===== src/verilog/boardcfg_macros.svh =====
`ifndef BOARDCFG_MACROS_SVH
`define BOARDCFG_MACROS_SVH

// number of monitored clock inputs
`define BCFG_NCHAN 4

// gate window is 2**BCFG_GATE_BITS hw cycles
`define BCFG_GATE_BITS 10

// width of one channel count
`define BCFG_CNT_WIDTH 32

// free-running led blink counter width
`define BCFG_BLINK_BITS 8

// fixed revision word, bumped by hand per release
`define BCFG_REVISION 32'h0b1f_0102

`endif


===== src/verilog/boardcfg_reg_pkg.sv =====
`default_nettype none

package boardcfg_reg_pkg;

	// wishbone classic request, host side
	typedef struct packed {
		logic        cyc;
		logic        stb;
		logic        we;
		logic [3:0]  adr;
		logic [3:0]  sel;
		logic [31:0] wdata;
	} wb_req_t;

	// wishbone classic response
	typedef struct packed {
		logic        ack;
		logic [31:0] rdata;
	} wb_rsp_t;

	typedef enum logic [1:0] {
		LED_PATTERN = 2'd0,
		LED_BLINK   = 2'd1,
		LED_STATUS  = 2'd2,
		LED_OFF     = 2'd3
	} led_src_e;

	// control word layout, lsb first from the bottom
	typedef struct packed {
		logic [19:0] rsvd;
		logic [7:0]  led_pattern;
		led_src_e    led_src;
		logic        soft_clear;
		logic        meas_en;
	} ctrl_fields_t;

	// bus side writes raw, datapath reads fields
	typedef union packed {
		logic [31:0]  raw;
		ctrl_fields_t fields;
	} ctrl_word_u;

	// what the led driver needs from the control word
	typedef struct packed {
		led_src_e   src;
		logic [7:0] pattern;
	} led_ctrl_t;

	// word addresses
	localparam logic [3:0] ADR_REVISION = 4'd0;
	localparam logic [3:0] ADR_CTRL     = 4'd1;
	localparam logic [3:0] ADR_STATUS   = 4'd2;
	localparam logic [3:0] ADR_SCRATCH  = 4'd3;
	localparam logic [3:0] ADR_FREQ0    = 4'd4;
	localparam logic [3:0] ADR_FREQ1    = 4'd5;
	localparam logic [3:0] ADR_FREQ2    = 4'd6;
	localparam logic [3:0] ADR_FREQ3    = 4'd7;

	// byte lane merge of a write into an old word
	function automatic logic [31:0] wb_merge(
		logic [31:0] old,
		logic [31:0] wdata,
		logic [3:0]  sel
	);
		logic [31:0] res;
		res = old;
		for (int b = 0; b < 4; b++) begin
			if (sel[b])
				res[8*b +: 8] = wdata[8*b +: 8];
		end
		return res;
	endfunction

endpackage

`default_nettype wire


===== src/verilog/boardcfg_meas_pkg.sv =====
`default_nettype none

`include "boardcfg_macros.svh"

package boardcfg_meas_pkg;

	// controller states, one round is clear, gate, latch
	typedef enum logic [1:0] {
		ST_IDLE  = 2'd0,
		ST_CLEAR = 2'd1,
		ST_GATE  = 2'd2,
		ST_LATCH = 2'd3
	} meas_state_e;

	// measurement status as seen by bank and leds
	typedef struct packed {
		logic        busy;
		logic        valid;
		logic [15:0] seq;
	} meas_status_t;

	// one extra bit so the full gate length fits
	typedef logic [`BCFG_GATE_BITS:0] gate_cnt_t;

	localparam gate_cnt_t GATE_LEN = gate_cnt_t'(1 << `BCFG_GATE_BITS);

	// edge count of one channel
	typedef logic [`BCFG_CNT_WIDTH-1:0] chan_count_t;

	// all channels side by side, channel 0 in the low word
	typedef chan_count_t [`BCFG_NCHAN-1:0] chan_counts_t;

endpackage

`default_nettype wire


===== src/verilog/freq_gate_timer.sv =====
`default_nettype none

module freq_gate_timer
	import boardcfg_meas_pkg::*;
(
	input  logic hw,
	input  logic arst_n,
	input  logic gate_start,
	output logic gate_done
);

	// zero means idle
	gate_cnt_t cnt;

	// loaded with full length, counts down to idle
	always_ff @(posedge hw or negedge arst_n) begin
		if (!arst_n) begin
			cnt <= '0;
		end else if (gate_start) begin
			cnt <= GATE_LEN;
		end else if (cnt != '0) begin
			cnt <= cnt - gate_cnt_t'(1);
		end
	end

	// last cycle of the window
	// gate_start in cycle c gives done in cycle c+GATE_LEN
	assign gate_done = (cnt == gate_cnt_t'(1));

	// controller must wait for the old window to drain
	a_no_restart: assert property (
		@(posedge hw) disable iff (!arst_n)
		gate_start |-> (cnt == '0)
	);

endmodule

`default_nettype wire


===== src/verilog/freq_meas_fsm.sv =====
`default_nettype none

module freq_meas_fsm
	import boardcfg_meas_pkg::*;
(
	input  logic         hw,
	input  logic         arst_n,
	input  logic         meas_en,
	input  logic         meas_clear,
	input  logic         gate_done,
	output logic         gate_start,
	output logic         cnt_clear,
	output logic         cnt_en,
	output logic         latch,
	output meas_status_t status
);

	meas_state_e state;
	meas_state_e state_nxt;
	// timer still running, set on start, dropped on done
	logic        gate_pend;
	logic        valid;
	logic [15:0] seq;

	always_comb begin
		state_nxt = state;
		case (state)
			// an aborted window must drain before a new one
			ST_IDLE:  if (meas_en && !gate_pend) state_nxt = ST_CLEAR;
			ST_CLEAR: state_nxt = ST_GATE;
			ST_GATE:  if (gate_done) state_nxt = ST_LATCH;
			ST_LATCH: state_nxt = ST_IDLE;
			default:  state_nxt = ST_IDLE;
		endcase
		// soft clear aborts from anywhere
		if (meas_clear)
			state_nxt = ST_IDLE;
	end

	always_ff @(posedge hw or negedge arst_n) begin
		if (!arst_n) begin
			state     <= ST_IDLE;
			gate_pend <= 1'b0;
			valid     <= 1'b0;
			seq       <= '0;
		end else begin
			state <= state_nxt;
			if (gate_start)
				gate_pend <= 1'b1;
			else if (gate_done)
				gate_pend <= 1'b0;
			// clear wins over a latch in the same cycle
			if (meas_clear) begin
				valid <= 1'b0;
				seq   <= '0;
			end else if (state == ST_LATCH) begin
				valid <= 1'b1;
				seq   <= seq + 16'd1;
			end
		end
	end

	// outputs decoded straight from state
	assign gate_start = (state == ST_CLEAR);
	assign cnt_clear  = (state == ST_CLEAR);
	assign cnt_en     = (state == ST_GATE);
	assign latch      = (state == ST_LATCH);

	assign status = '{busy: (state != ST_IDLE), valid: valid, seq: seq};

	// a latch always closes a full gate window opened by a clear
	a_latch_after_gate: assert property (
		@(posedge hw) disable iff (!arst_n)
		latch |-> $past(cnt_clear, int'(GATE_LEN) + 1)
	);

endmodule

`default_nettype wire


===== src/verilog/freq_edge_counter.sv =====
`default_nettype none

module freq_edge_counter
	import boardcfg_meas_pkg::*;
(
	input  logic        hw,
	input  logic        arst_n,
	input  logic        fin,
	input  logic        cnt_clear,
	input  logic        cnt_en,
	output chan_count_t count
);

	// two stage synchronizer plus history for the edge
	logic fin_s1;
	logic fin_s2;
	logic fin_hist;
	logic rise;

	always_ff @(posedge hw or negedge arst_n) begin
		if (!arst_n) begin
			fin_s1   <= 1'b0;
			fin_s2   <= 1'b0;
			fin_hist <= 1'b0;
		end else begin
			fin_s1   <= fin;
			fin_s2   <= fin_s1;
			fin_hist <= fin_s2;
		end
	end

	// rising edge seen three hw cycles after the pin
	assign rise = fin_s2 && !fin_hist;

	// clear first, then count while the gate is open
	always_ff @(posedge hw or negedge arst_n) begin
		if (!arst_n) begin
			count <= '0;
		end else if (cnt_clear) begin
			count <= '0;
		end else if (cnt_en && rise && (count != '1)) begin
			// stops at all ones instead of wrapping
			count <= count + chan_count_t'(1);
		end
	end

endmodule

`default_nettype wire


===== src/verilog/boardcfg_regs.sv =====
`default_nettype none

`include "boardcfg_macros.svh"

module boardcfg_regs
	import boardcfg_reg_pkg::*;
	import boardcfg_meas_pkg::*;
(
	input  logic         hw,
	input  logic         arst_n,
	input  wb_req_t      wb_req,
	output wb_rsp_t      wb_rsp,
	input  meas_status_t status,
	input  chan_counts_t counts,
	input  logic         latch,
	output logic         meas_en,
	output logic         meas_clear,
	output led_ctrl_t    led_ctrl
);

	logic         req;
	logic         ack;
	logic         wr;
	logic [31:0]  rdata;
	logic [31:0]  rd_word;
	logic [31:0]  status_word;
	logic [31:0]  scratch;
	ctrl_word_u   ctrl;
	// merged write, and what actually gets stored
	ctrl_word_u   ctrl_wr;
	ctrl_word_u   ctrl_nxt;
	chan_counts_t freq;

	assign req = wb_req.cyc && wb_req.stb;
	// one access per ack, the cycle after an ack is never taken
	assign wr = req && !ack && wb_req.we;

	always_comb begin
		ctrl_wr.raw = wb_merge(ctrl.raw, wb_req.wdata, wb_req.sel);
		ctrl_nxt = ctrl_wr;
		// soft_clear is a strobe only
		ctrl_nxt.fields.soft_clear = 1'b0;
		ctrl_nxt.fields.rsvd = '0;
	end

	always_ff @(posedge hw or negedge arst_n) begin
		if (!arst_n) begin
			ack        <= 1'b0;
			meas_clear <= 1'b0;
			ctrl       <= '0;
			scratch    <= '0;
		end else begin
			ack        <= req && !ack;
			meas_clear <= 1'b0;
			if (wr) begin
				case (wb_req.adr)
					ADR_CTRL: begin
						ctrl       <= ctrl_nxt;
						meas_clear <= ctrl_wr.fields.soft_clear;
					end
					ADR_SCRATCH: scratch <= wb_merge(scratch, wb_req.wdata, wb_req.sel);
					// read-only and unmapped words ignore writes
					default: ;
				endcase
			end
		end
	end

	// result snapshot per round, clear has priority
	always_ff @(posedge hw or negedge arst_n) begin
		if (!arst_n)
			freq <= '0;
		else if (meas_clear)
			freq <= '0;
		else if (latch)
			freq <= counts;
	end

	// busy bit 0, valid bit 1, seq on top
	assign status_word = {status.seq, 14'd0, status.valid, status.busy};

	always_comb begin
		rd_word = '0;
		case (wb_req.adr)
			ADR_REVISION: rd_word = `BCFG_REVISION;
			ADR_CTRL:     rd_word = ctrl.raw;
			ADR_STATUS:   rd_word = status_word;
			ADR_SCRATCH:  rd_word = scratch;
			ADR_FREQ0:    rd_word = freq[0];
			ADR_FREQ1:    rd_word = freq[1];
			ADR_FREQ2:    rd_word = freq[2];
			ADR_FREQ3:    rd_word = freq[3];
			default:      rd_word = '0;
		endcase
	end

	// read data only looked at while ack is high
	always_ff @(posedge hw) begin
		if (req && !ack)
			rdata <= rd_word;
	end

	assign wb_rsp = '{ack: ack, rdata: rdata};

	assign meas_en  = ctrl.fields.meas_en;
	assign led_ctrl = '{src: ctrl.fields.led_src, pattern: ctrl.fields.led_pattern};

endmodule

`default_nettype wire


===== src/verilog/led_driver.sv =====
`default_nettype none

`include "boardcfg_macros.svh"

module led_driver
	import boardcfg_reg_pkg::*;
	import boardcfg_meas_pkg::*;
(
	input  logic         hw,
	input  logic         arst_n,
	input  led_ctrl_t    led_ctrl,
	input  meas_status_t status,
	output logic [7:0]   led
);

	logic [`BCFG_BLINK_BITS-1:0] blink_cnt;
	logic                        blink;

	// free running, never stopped
	always_ff @(posedge hw or negedge arst_n) begin
		if (!arst_n)
			blink_cnt <= '0;
		else
			blink_cnt <= blink_cnt + 1'b1;
	end

	assign blink = blink_cnt[`BCFG_BLINK_BITS-1];

	always_comb begin
		case (led_ctrl.src)
			LED_PATTERN: led = led_ctrl.pattern;
			// even leds follow blink, odd leds the inverse
			LED_BLINK:   led = {4{~blink, blink}};
			// valid on led 0, busy on led 1, low seq above
			LED_STATUS:  led = {status.seq[5:0], status.busy, status.valid};
			default:     led = 8'h00;
		endcase
	end

endmodule

`default_nettype wire


===== src/verilog/boardcfg.sv =====
`default_nettype none

`include "boardcfg_macros.svh"

module boardcfg (
	input  logic                          hw,
	input  logic                          arst_n,
	input  boardcfg_reg_pkg::wb_req_t     wb_req,
	output boardcfg_reg_pkg::wb_rsp_t     wb_rsp,
	input  logic [`BCFG_NCHAN-1:0]        fin,
	output logic [7:0]                    led
);

	// bank to controller and leds
	logic                            meas_en;
	logic                            meas_clear;
	boardcfg_reg_pkg::led_ctrl_t     led_ctrl;
	// controller to timer, counters and bank
	logic                            gate_start;
	logic                            gate_done;
	logic                            cnt_clear;
	logic                            cnt_en;
	logic                            latch;
	boardcfg_meas_pkg::meas_status_t status;
	boardcfg_meas_pkg::chan_counts_t counts;

	boardcfg_regs u_regs (
		.hw         (hw),
		.arst_n     (arst_n),
		.wb_req     (wb_req),
		.wb_rsp     (wb_rsp),
		.status     (status),
		.counts     (counts),
		.latch      (latch),
		.meas_en    (meas_en),
		.meas_clear (meas_clear),
		.led_ctrl   (led_ctrl)
	);

	freq_meas_fsm u_fsm (
		.hw         (hw),
		.arst_n     (arst_n),
		.meas_en    (meas_en),
		.meas_clear (meas_clear),
		.gate_done  (gate_done),
		.gate_start (gate_start),
		.cnt_clear  (cnt_clear),
		.cnt_en     (cnt_en),
		.latch      (latch),
		.status     (status)
	);

	freq_gate_timer u_timer (
		.hw         (hw),
		.arst_n     (arst_n),
		.gate_start (gate_start),
		.gate_done  (gate_done)
	);

	// one counter per monitored input, all share the gate
	for (genvar i = 0; i < `BCFG_NCHAN; i++) begin : gen_chan
		freq_edge_counter u_cnt (
			.hw        (hw),
			.arst_n    (arst_n),
			.fin       (fin[i]),
			.cnt_clear (cnt_clear),
			.cnt_en    (cnt_en),
			.count     (counts[i])
		);
	end

	led_driver u_led (
		.hw       (hw),
		.arst_n   (arst_n),
		.led_ctrl (led_ctrl),
		.status   (status),
		.led      (led)
	);

endmodule

`default_nettype wire


===== config.mk =====
export PLATFORM = sky130hd
export DESIGN_NAME = boardcfg
export DESIGN_NICKNAME = d
export VERILOG_FILES = /design/src/verilog/boardcfg_reg_pkg.sv /design/src/verilog/boardcfg_meas_pkg.sv /design/src/verilog/freq_gate_timer.sv /design/src/verilog/freq_meas_fsm.sv /design/src/verilog/freq_edge_counter.sv /design/src/verilog/boardcfg_regs.sv /design/src/verilog/led_driver.sv /design/src/verilog/boardcfg.sv
export VERILOG_INCLUDE_DIRS = /design/src /design/src/verilog
export SDC_FILE = /design/constraint.sdc
export NUM_CORES = 1
export LEC_CHECK = 0
export ABC_CLOCK_PERIOD_IN_PS = 2700
export BUFFER_PORTS_ARGS = -buffer_cell sky130_fd_sc_hd__buf_4
export CAP_MARGIN = 40
export CORE_MARGIN = 4
export CORE_UTILIZATION = 45
export CTS_BUF_LIST = sky130_fd_sc_hd__clkbuf_4
export CTS_CLUSTER_DIAMETER = 50
export DETAILED_ROUTE_END_ITERATION = 6
export GPL_TIMING_DRIVEN = 1
export PLACE_DENSITY = 0.64
export SLEW_MARGIN = 0
export SYNTH_ARGS = -nofsm -noshare
export SYNTH_HDL_FRONTEND = slang
export SYNTH_SLANG_ARGS = --single-unit

===== constraint.sdc =====
create_clock -name hw -period 2.7 [get_ports hw]
set_input_delay 0.54 -clock hw [delete_from_list [all_inputs] [get_ports hw]]
set_output_delay 0.54 -clock hw [all_outputs]
set_load 0.01 [all_outputs]

# Word-level counts from Yosys, hierarchy flattened
# Cells that the tools add are included.
# classes
bitwise	1
n_eq_ne	19
n_reduce_logical	41
mux	27
addsub	7
# ops
cell	count
128-bit 2-to-1 mux	2
32-bit 2-to-1 mux	8
32-bit one-hot mux with 8 select lines	1
32-bit by 1-bit adder with 32-bit output (second input constant)	4
32-bit != test (second input constant)	4
16-bit 2-to-1 mux	2
8-bit one-hot mux with 3 select lines	1
11-bit 2-to-1 mux	2
3-bit AND reduction	6
16-bit by 1-bit adder with 16-bit output (second input constant)	1
4-bit by 3-bit equality test with 1-bit output (second input constant)	4
1-bit logical AND	16
2-bit nonzero test	8
11-bit by 1-bit equality test with 1-bit output (second input constant)	1
11-bit nonzero test	1
11-bit by 1-bit subtractor with 11-bit output (second input constant)	1
8-bit by 1-bit adder with 8-bit output (second input constant)	1
4-bit by 2-bit equality test with 1-bit output (second input constant)	2
2-bit 2-to-1 mux	4
2-bit one-hot mux with 4 select lines	1
2-bit equality test (second input constant)	3
1-bit zero test	6
1-bit 2-to-1 mux	6
2-bit by 1-bit equality test with 1-bit output (second input constant)	2
7 further kinds	8
# word_totals
out_inout_bits	41
in_bits	49
word_cells	130
regBits	384

# Depth between registers and ports, before layout
# Gate-level depths: netlist (run 1).
# logic_depth
depth_word	6
ltp_mapped	9
depth_no_buf	7

# Hierarchy
# From an unflattened synthesis (run 1), not the netlist that was laid out.
# hier_totals
cells_unflattened	1833
hier_area_um2	19366.1
# modules_own_cells
module	seq_area_each_um2	instances	area_each_um2	cells_each
boardcfg_regs	5290.1	1	9596.7	779
freq_edge_counter	875.8	4	1891.8	208
freq_meas_fsm	500.5	1	1056.0	102
freq_gate_timer	275.3	1	654.4	68
led_driver	200.2	1	491.7	52

# Worst setup path after synthesis (run 1)
# OpenSTA, ideal clock, no wires.
# synth_path
kind	input port to flip-flop
start	input wb_req[42] in the netlist's numbering
end	register u_regs.scratch[0]
n_path_buf	1
setup_time_ns	0.125
t_arrival_ns	2.949
setup_slack_ns	-0.374
path_stages	6
required_ns	2.575
path_cell_list	nand2_1 nor2_1 and3_1 clkbuf_1 nand2_1 mux2_2
# synth_via
elab_chain_cells	4
# synth_rtl
element	line	rtl
start: declaration	boardcfg.sv:8	input boardcfg_reg_pkg::wb_req_t wb_req,
1-bit logical AND	boardcfg_regs.sv:34	assign req = wb_req.cyc && wb_req.stb;
1-bit logical AND (2 in a row)	boardcfg_regs.sv:36	assign wr = req && !ack && wb_req.we;
3-bit AND reduction (no line)	--	
end signal: assignment	boardcfg_regs.sv:61	ADR_SCRATCH: scratch <= wb_merge(scratch, wb_req.wdata, wb_req.sel);
end: declaration	boardcfg_regs.sv:27	logic [31:0] scratch;
# Every way passes these cells.
# A chain may end at the register's enable or synchronous reset.

# Worst setup path after layout (run 1)
# layout_path
start	register u_regs.ctrl[3] in the netlist's numbering
end	output led[7]
# layout_via
elab_chain_cells	2
word_cells_on_any_way	4
cone_classes	2 x eq/ne; 1 x mux; 1 x reduce/logical
# layout_rtl
element	line	rtl
start: declaration	boardcfg_regs.sv:28	ctrl_word_u ctrl;
start signal: assignment	boardcfg_regs.sv:58	ctrl <= ctrl_nxt;
2-bit equality test (tied with other cells)	led_driver.sv:30	case (led_ctrl.src)
8-bit one-hot mux with 3 select lines (*)	led_driver.sv:30	
end: declaration	boardcfg.sv:11	output logic [7:0] led
# Every way passes the cells marked *; elsewhere a longest branch is shown, timed or not.

==> flow_summary.yaml, run 1 <==
sta:
  finalSetupViolCount: 0
  fmax_ghz: 0.388
  period_share_pct: 95.4
  clock_skew_ns: 0.0412
  hold_violations: 0
  finalMaxSlewViolations: 0
  slew_headroom_pct: 34.8
  final.setup.tns_ns: 0
  min_period_ns: 2.57
  worst_slew_pin_slew_ns: 0.977
  hold_slack_ns: 0.0395
cts:
  clkTransAtPathRegs_ns: 0.07
  cts_made_buffers: 102
  cts_sinks: 384
  clk_latency_ns: 0.79
  clock-root-buffer: "clkbuf_4"
  cts.path.max_buffers: 3
  cts_tree: "built"
  htree_levels: 3
global_routing:
  antenna_found_initial: 2
  grt_max_degree: 130
  track_usage_pct: 23.2
  overflow: 0
  grt_first_pass_wirelength_mm: 81.6
  first_global_vias: 14400
floorplan:
  ios: 90
  core-area_sq_um: 40000
  dieHeight_microns: 210
  die_x_microns: 210
  dieArea_sq_um: 44000
  rows: 73
  initial_core_util_pct: 45.8
cells_and_area:
  layout_commonest_cell: "dfrtp_1"
  nNetsFinal: 1992
  layout.cells.non_filler: 2533
  final_layout_size_suffix_gt1_share_pct: 20.3
  area_delta_synth_final_pct: 18.1
  layout_common_cells: "350 x dfrtp_1, 228 x nor2_1, 157 x clkbuf_4, 141 x mux2i_1, 135 x buf_4"
route:
  wirelength_mm: 51.4
  vias_per_cell: 5.80
  route.detailed.drc: 0
  initialDrtViolationCount: 1308
  via_count: 14700
  dr.pass1.iters: 6
  post_drt_wl_per_cell_microns: 20.3
  final_antenna_net_count: 0
synth:
  synth_warnings: 0
  synth-seq-cells: 384
  syn_nets: 1806
  syn-cell-area_sq_um: 18300
  synth_edf_count: 32
  postSynth.asyncResetShare_pct: 91.7
  seq_area_frac_synth_pct: 53.3
  synth-main-ff-cell: "dfrtp_1"
  ys_types: 69
  postSynthCellCount: 1745
  synth.avg_cell_area_sq_um: 10.5
run_status:
  outcome: "finished, final reports clean"
placement:
  dp.final_hpwl_mm: 35.4
  numPortBuffers: 89
  placed_cells: 2311
  gp_congestion: 0.870
worst_setup_path:
  r2r_slack_ns: 0.16
  cp.required_ns: 2.16
  crit_family: "flip-flops"
  cp_cell_sequence: "nor2b_4 > nand2_1 > o21ai_0 > buf_4"
  cp_slowest_stage_delay_ns: 0.55
  path_buf_inv: 1
  critPathSlowestCell: "dfrtp_1"
  crit_path_end_kind: "primary output"
  path_max_fanout: 11
  arrival_ns: 2.03
  critPathLaunchType: "flop"
  critPathKind: "flop to primary output"
flow_run:
  cap_violations: 0
min_path:
  hold_class: "input port to flop"
power_and_ir_drop:
  power_density_nw_per_um2: 672
  swShare_pct: 29.5
  power_frac_comb_pct: 17.4
  clockPowerShare_pct: 37.8
  p_switching_mw: 4.29
  power.internal_mw: 10.2
  ir_drop_uv: 571
  pwr-share-seq_pct: 44.8
  leakage_nw: 9.58
==> path summary, 6_finish.rpt <==
kind                                           from                     endpoint  depth (start not counted)
max in group asynchronous                    arst_n            u_regs.meas_clear                          3
setup / recovery                     u_regs.ctrl[3]                       led[7]                          4
min in group asynchronous                    arst_n               u_timer.cnt[7]                          2
setup reg to reg                     u_fsm.state[0]  gen_chan[2].u_cnt.count[28]                          8
hold / removal                           wb_req[23]           u_regs.scratch[23]                          2
hold reg to reg            gen_chan[0].u_cnt.fin_s1     gen_chan[0].u_cnt.fin_s2                          0
==> state kept, by name (all words and copies together), names as in the netlist, 4 cells and up <==
register	count
u_timer.cnt	11
gen_chan.u_cnt.fin_s1	4
gen_chan.u_cnt.fin_s2	4
u_regs.ctrl	11
gen_chan.u_cnt.count	128
u_regs.scratch	32
u_regs.rdata	32
u_regs.freq	128
gen_chan.u_cnt.fin_hist	4
u_led.blink_cnt	8
u_fsm.seq	16
==> final cells by class <==
| cell class | instances | area, sq um |
|---|---|---|
| antenna | 2 | 5.00 |
| clock buffer | 157 | 1180 |
| clock inverter | 22 | 216 |
| fill | 3592 | 18400 |
| inverter | 29 | 109 |
| multi-input combinational | 1232 | 8100 |
| sequential | 384 | 9770 |
| tap | 525 | 657 |
| timing repair buffer | 182 | 1580 |
==> cell families (layout without fill, tap and decap cells) <==
family | Yosys count | count (layout) | synth area share (%)
simple gates | 662 | 662 | 18.7
flops | 384 | 384 | 53.3
compound gates | 311 | 311 | 10.8
mux | 200 | 200 | 11.3
buf+inv | 129 | 390 | 2.81
xor+xnor | 47 | 47 | 2.25
fa+ha+maj | 12 | 12 | 0.820
other cells | 0 | 2 | 0
==> stage by stage <==
step           setup WS [ns]  cell area, sq um  power, mW  utilization, %
2_1_floorplan          0.207             18300       8.19               -
3_3_place_gp           0.285             19800       9.03            49.5
3_5_place_dp           0.263             19800       9.10            49.5
4_1_cts               0.0238             21600       14.7            53.9
5_1_grt              -0.0106             21600       15.3            54.1
6_report               0.125             21600       14.5            54.1
==> synth_stat cells, drive strengths merged (4+ instances only) <==
cell,instances,area [sq um]
nand4,47,315
a31oi,8,50.1
dfrtp,352,8810
nor3,23,120
and2,7,43.8
nor2,233,875
inv,29,109
ha,12,150
a311oi,4,35.0
or4,23,176
nand2,79,297
nor2b,14,87.6
and3,19,119
nor3b,4,35.0
xnor2,24,210
or2,4,25.0
nor4,19,159
o21a,5,37.5
a21oi,99,495
a22oi,68,510
or3,63,394
xor2,23,201
mux2i,141,1410
nand3b,8,60.1
nand2b,4,25.0
o31ai,16,134
o21ai,71,355
o211ai,8,60.1
a211oi,4,30.0
and4,15,131
clkbuf,81,304
mux2,59,664
buf,19,103
a222oi,10,100
nand3,86,430
edfxtp,32,961
==> metal layers <==
layer	up-vias	track usage [%]	routed length, microns
li1	6815	-	-
met1	7266	32.9	23200
met2	518	34.7	22900
met3	101	5.08	3420
met4	0	10.0	1850
met5	-	0	0
==> worst register-to-register path, stage by stage, from the launching register on <==
cell      delay [ns]
dfrtp_1         0.38
inv_1           0.09
ha_1            0.26
nand3b_1        0.24
nor4_1          0.51
buf_4           0.21
nand4_1         0.25
or4_1           0.47
nand2_1         0.08
==> power by group through the flow <==
stage	registers, mW	logic, mW	clock network, mW
finish	6.51	2.53	5.49
floorplan	6.44	1.75	0
detailed placement	6.61	2.49	0
global placement	6.60	2.43	0
CTS	6.51	2.54	5.64
global route	6.55	2.78	5.97
==> what timing repair did <==
| item | 4_1_cts | 5_1_grt |
|---|---|---|
| gates cloned | 0 | 0 |
| setup endpoints to repair | 8 | 7 |
| hold buffers | 36 | 0 |
| gates resized for setup | 3 | 1 |
| setup buffers | 0 | 5 |
| endpoints found under the hold margin | 99 | 0 |
(Power assumes the default switching activity.)
==> run 2: changes to the inputs <==
--- a/config.mk
+++ b/config.mk
@@ -16,6 +16,7 @@
 export DETAILED_ROUTE_END_ITERATION = 6
 export GPL_TIMING_DRIVEN = 1
 export PLACE_DENSITY = 0.64
+export SETUP_SLACK_MARGIN = 0.4
 export SLEW_MARGIN = 0
 export SYNTH_ARGS = -nofsm -noshare
 export SYNTH_HDL_FRONTEND = slang
==> constraint.sdc (replaced) <==
create_clock -name hw -period 2.7 [get_ports hw]
set_input_delay 0.54 -clock hw [delete_from_list [all_inputs] [get_ports hw]]
set_output_delay 0.54 -clock hw [all_outputs]
set_load 0.1 [all_outputs]
==> flow_summary.yaml, run 2 (synthesis gave the netlist of run 1 again) <==
sta:
  finalSetupViolCount: 0
  fmax_ghz: 0.407
  setup_slack_ns: 0.245
  hold_violations: 0
  finalMaxSlewViolations: 0
  slew_headroom_pct: 41.3
  period_share_pct: 90.9
  final.setup.tns_ns: 0
  clock_skew_ns: 0.0582
  grt_setup_unrepaired: "true"
  worst_slew_pin_slew_ns: 0.880
  min_period_ns: 2.46
power_and_ir_drop:
  ir_drop_uv: 522
  total_power_mw: 14.8
  leakage_nw: 9.78
  power_density_nw_per_um2: 668
worst_setup_path:
  cp_slowest_stage_delay_ns: 0.36
  path_max_fanout: 2
  critPathSlowestCell: "dfrtp_1"
  cp.required_ns: 2.16
  critPathLaunchType: "flop"
  crit_path_end_kind: "primary output"
  cp_cell_sequence: "inv_2 > ha_1 > inv_2 > o2bb2ai_2 > buf_12"
  path_buf_inv: 3
  critPathKind: "flop to primary output"
  crit_family: "buffers and inverters"
  arrival_ns: 1.92
  path_common_cell: "inv_2"
cells_and_area:
  final_layout_size_suffix_gt1_share_pct: 23.8
  layout_common_cells: "341 x dfrtp_1, 225 x nor2_1, 159 x clkbuf_4, 143 x buf_4, 141 x mux2i_1"
  postLayoutCellArea_sq_um: 22200
  layout_commonest_cell: "dfrtp_1"
  area_delta_synth_final_pct: 21.2
  nNetsFinal: 2016
  reg.largest.list: "gen_chan.u_cnt.count (128), u_regs.freq (128)"
route:
  via_count: 15000
  dr.pass1.iters: 5
  wirelength_mm: 53.1
  route.detailed.drc: 0
  vias_per_cell: 5.88
  post_drt_wl_per_cell_microns: 20.8
  final_antenna_net_count: 0
  initialDrtViolationCount: 1463
floorplan:
  die_x_microns: 210
  core-area_sq_um: 40000
  initial_core_util_pct: 45.8
  dieArea_sq_um: 44000
  ios: 90
  rows: 73
  dieHeight_microns: 210
placement:
  gp_congestion: 0.936
  place_area_sq_um: 19900
  pre_cts_ws_ns: 0.347
  numPortBuffers: 89
  dp.final_hpwl_mm: 35.9
global_routing:
  grt_first_pass_wirelength_mm: 82.5
  overflow: 0
  grt_max_degree: 106
  track_usage_pct: 23.6
  antenna_found_initial: 1
  first_global_vias: 14500
flow_run:
  cap_violations: 0
cts:
  htree_levels: 3
  cts.path.max_buffers: 3
  clock-root-buffer: "clkbuf_4"
  cts_sinks: 384
  cts_tree: "built"
  clkTransAtPathRegs_ns: 0.07
  cts_made_buffers: 101
  clk_latency_ns: 0.79
min_path:
  hold_class: "input port to flop"
run_status:
  outcome: "finished, final reports clean"
## run 2: changes by cell type in the layout (fill, tap and decap cells not counted), moves of 4 or more
| cell | change |
|---|---|
| dfrtp_1 | -9 |
| o21ai_2 | +5 |
| buf_4 | +8 |
| buf_12 | +11 |
| o21ai_0 | -9 |
| or4_4 | +4 |
| dfrtp_2 | +9 |
| a21oi_1 | -6 |
| nor4_1 | -4 |
| nand3_1 | -4 |
| or4_1 | -4 |
| a21oi_2 | +6 |
## run 2: layout make-up
cell class	count	area, sq um
Timing Repair Buffer	205	1900
Sequential cell	384	9790
Clock inverter	18	148
Clock buffer	159	1190
Antenna cell	3	7.51
Inverter	29	109
Tap cell	525	657
Fill cell	3454	17800
Multi-Input combinational cell	1234	8400
## run 2: power by group
group | switching [mW] | total (mW) | leakage [nW] | internal (mW)
combinational | 1.86 | 2.98 | 3.87 | 1.12
sequential | 0.387 | 6.52 | 5.11 | 6.13
clock | 2.41 | 5.34 | 0.802 | 2.93
total | 4.65 | 14.8 | 9.78 | 10.2
## run 2: through the flow
step	utilization, %	cells	hold WS [ns]
floorplan	-	1745	0.244
global placement	49.8	2315	0.337
detailed placement	49.8	2315	0.342
CTS	54.7	2538	0.181
global route	55.5	2557	0.246
finish	55.5	2557	0.235
## run 2: final timing paths
path	from	to	slack, ns	cells after the start
setup / recovery	u_fsm.state[0]	led[1]	0.24	5
hold / removal	wb_req[40]	u_regs.meas_clear	0.23	3
setup reg to reg	u_fsm.state[0]	gen_chan[0].u_cnt.count[21]	0.47	7
hold reg to reg	gen_chan[1].u_cnt.fin_s1	gen_chan[1].u_cnt.fin_s2	0.34	0
max in group asynchronous	arst_n	gen_chan[3].u_cnt.count[11]	1.46	3
min in group asynchronous	arst_n	u_regs.freq[86]	0.34	2
## run 2: metal layers
layer	GRT usage (%)	vias up	routed length, microns
met4	9.79	0	1830
met3	5.35	102	4190
met5	0	-	0
li1	-	6898	-
met2	35.9	601	23900
met1	32.9	7437	23100
## run 2: worst min-delay path: stages
cell and delay [ns]:
buf_4 0.09, and3_1 0.17, and3_1 0.17
## run 2: what timing repair did
action / CTS / global route
endpoints found under the hold margin: 114 / 0
endpoints found under the setup margin: 39 / 108
setup buffers: 8 / 14
pin swaps: 3 / 13
gates cloned: 0 / 2
hold buffers: 38 / 0
gates resized for setup: 49 / 49
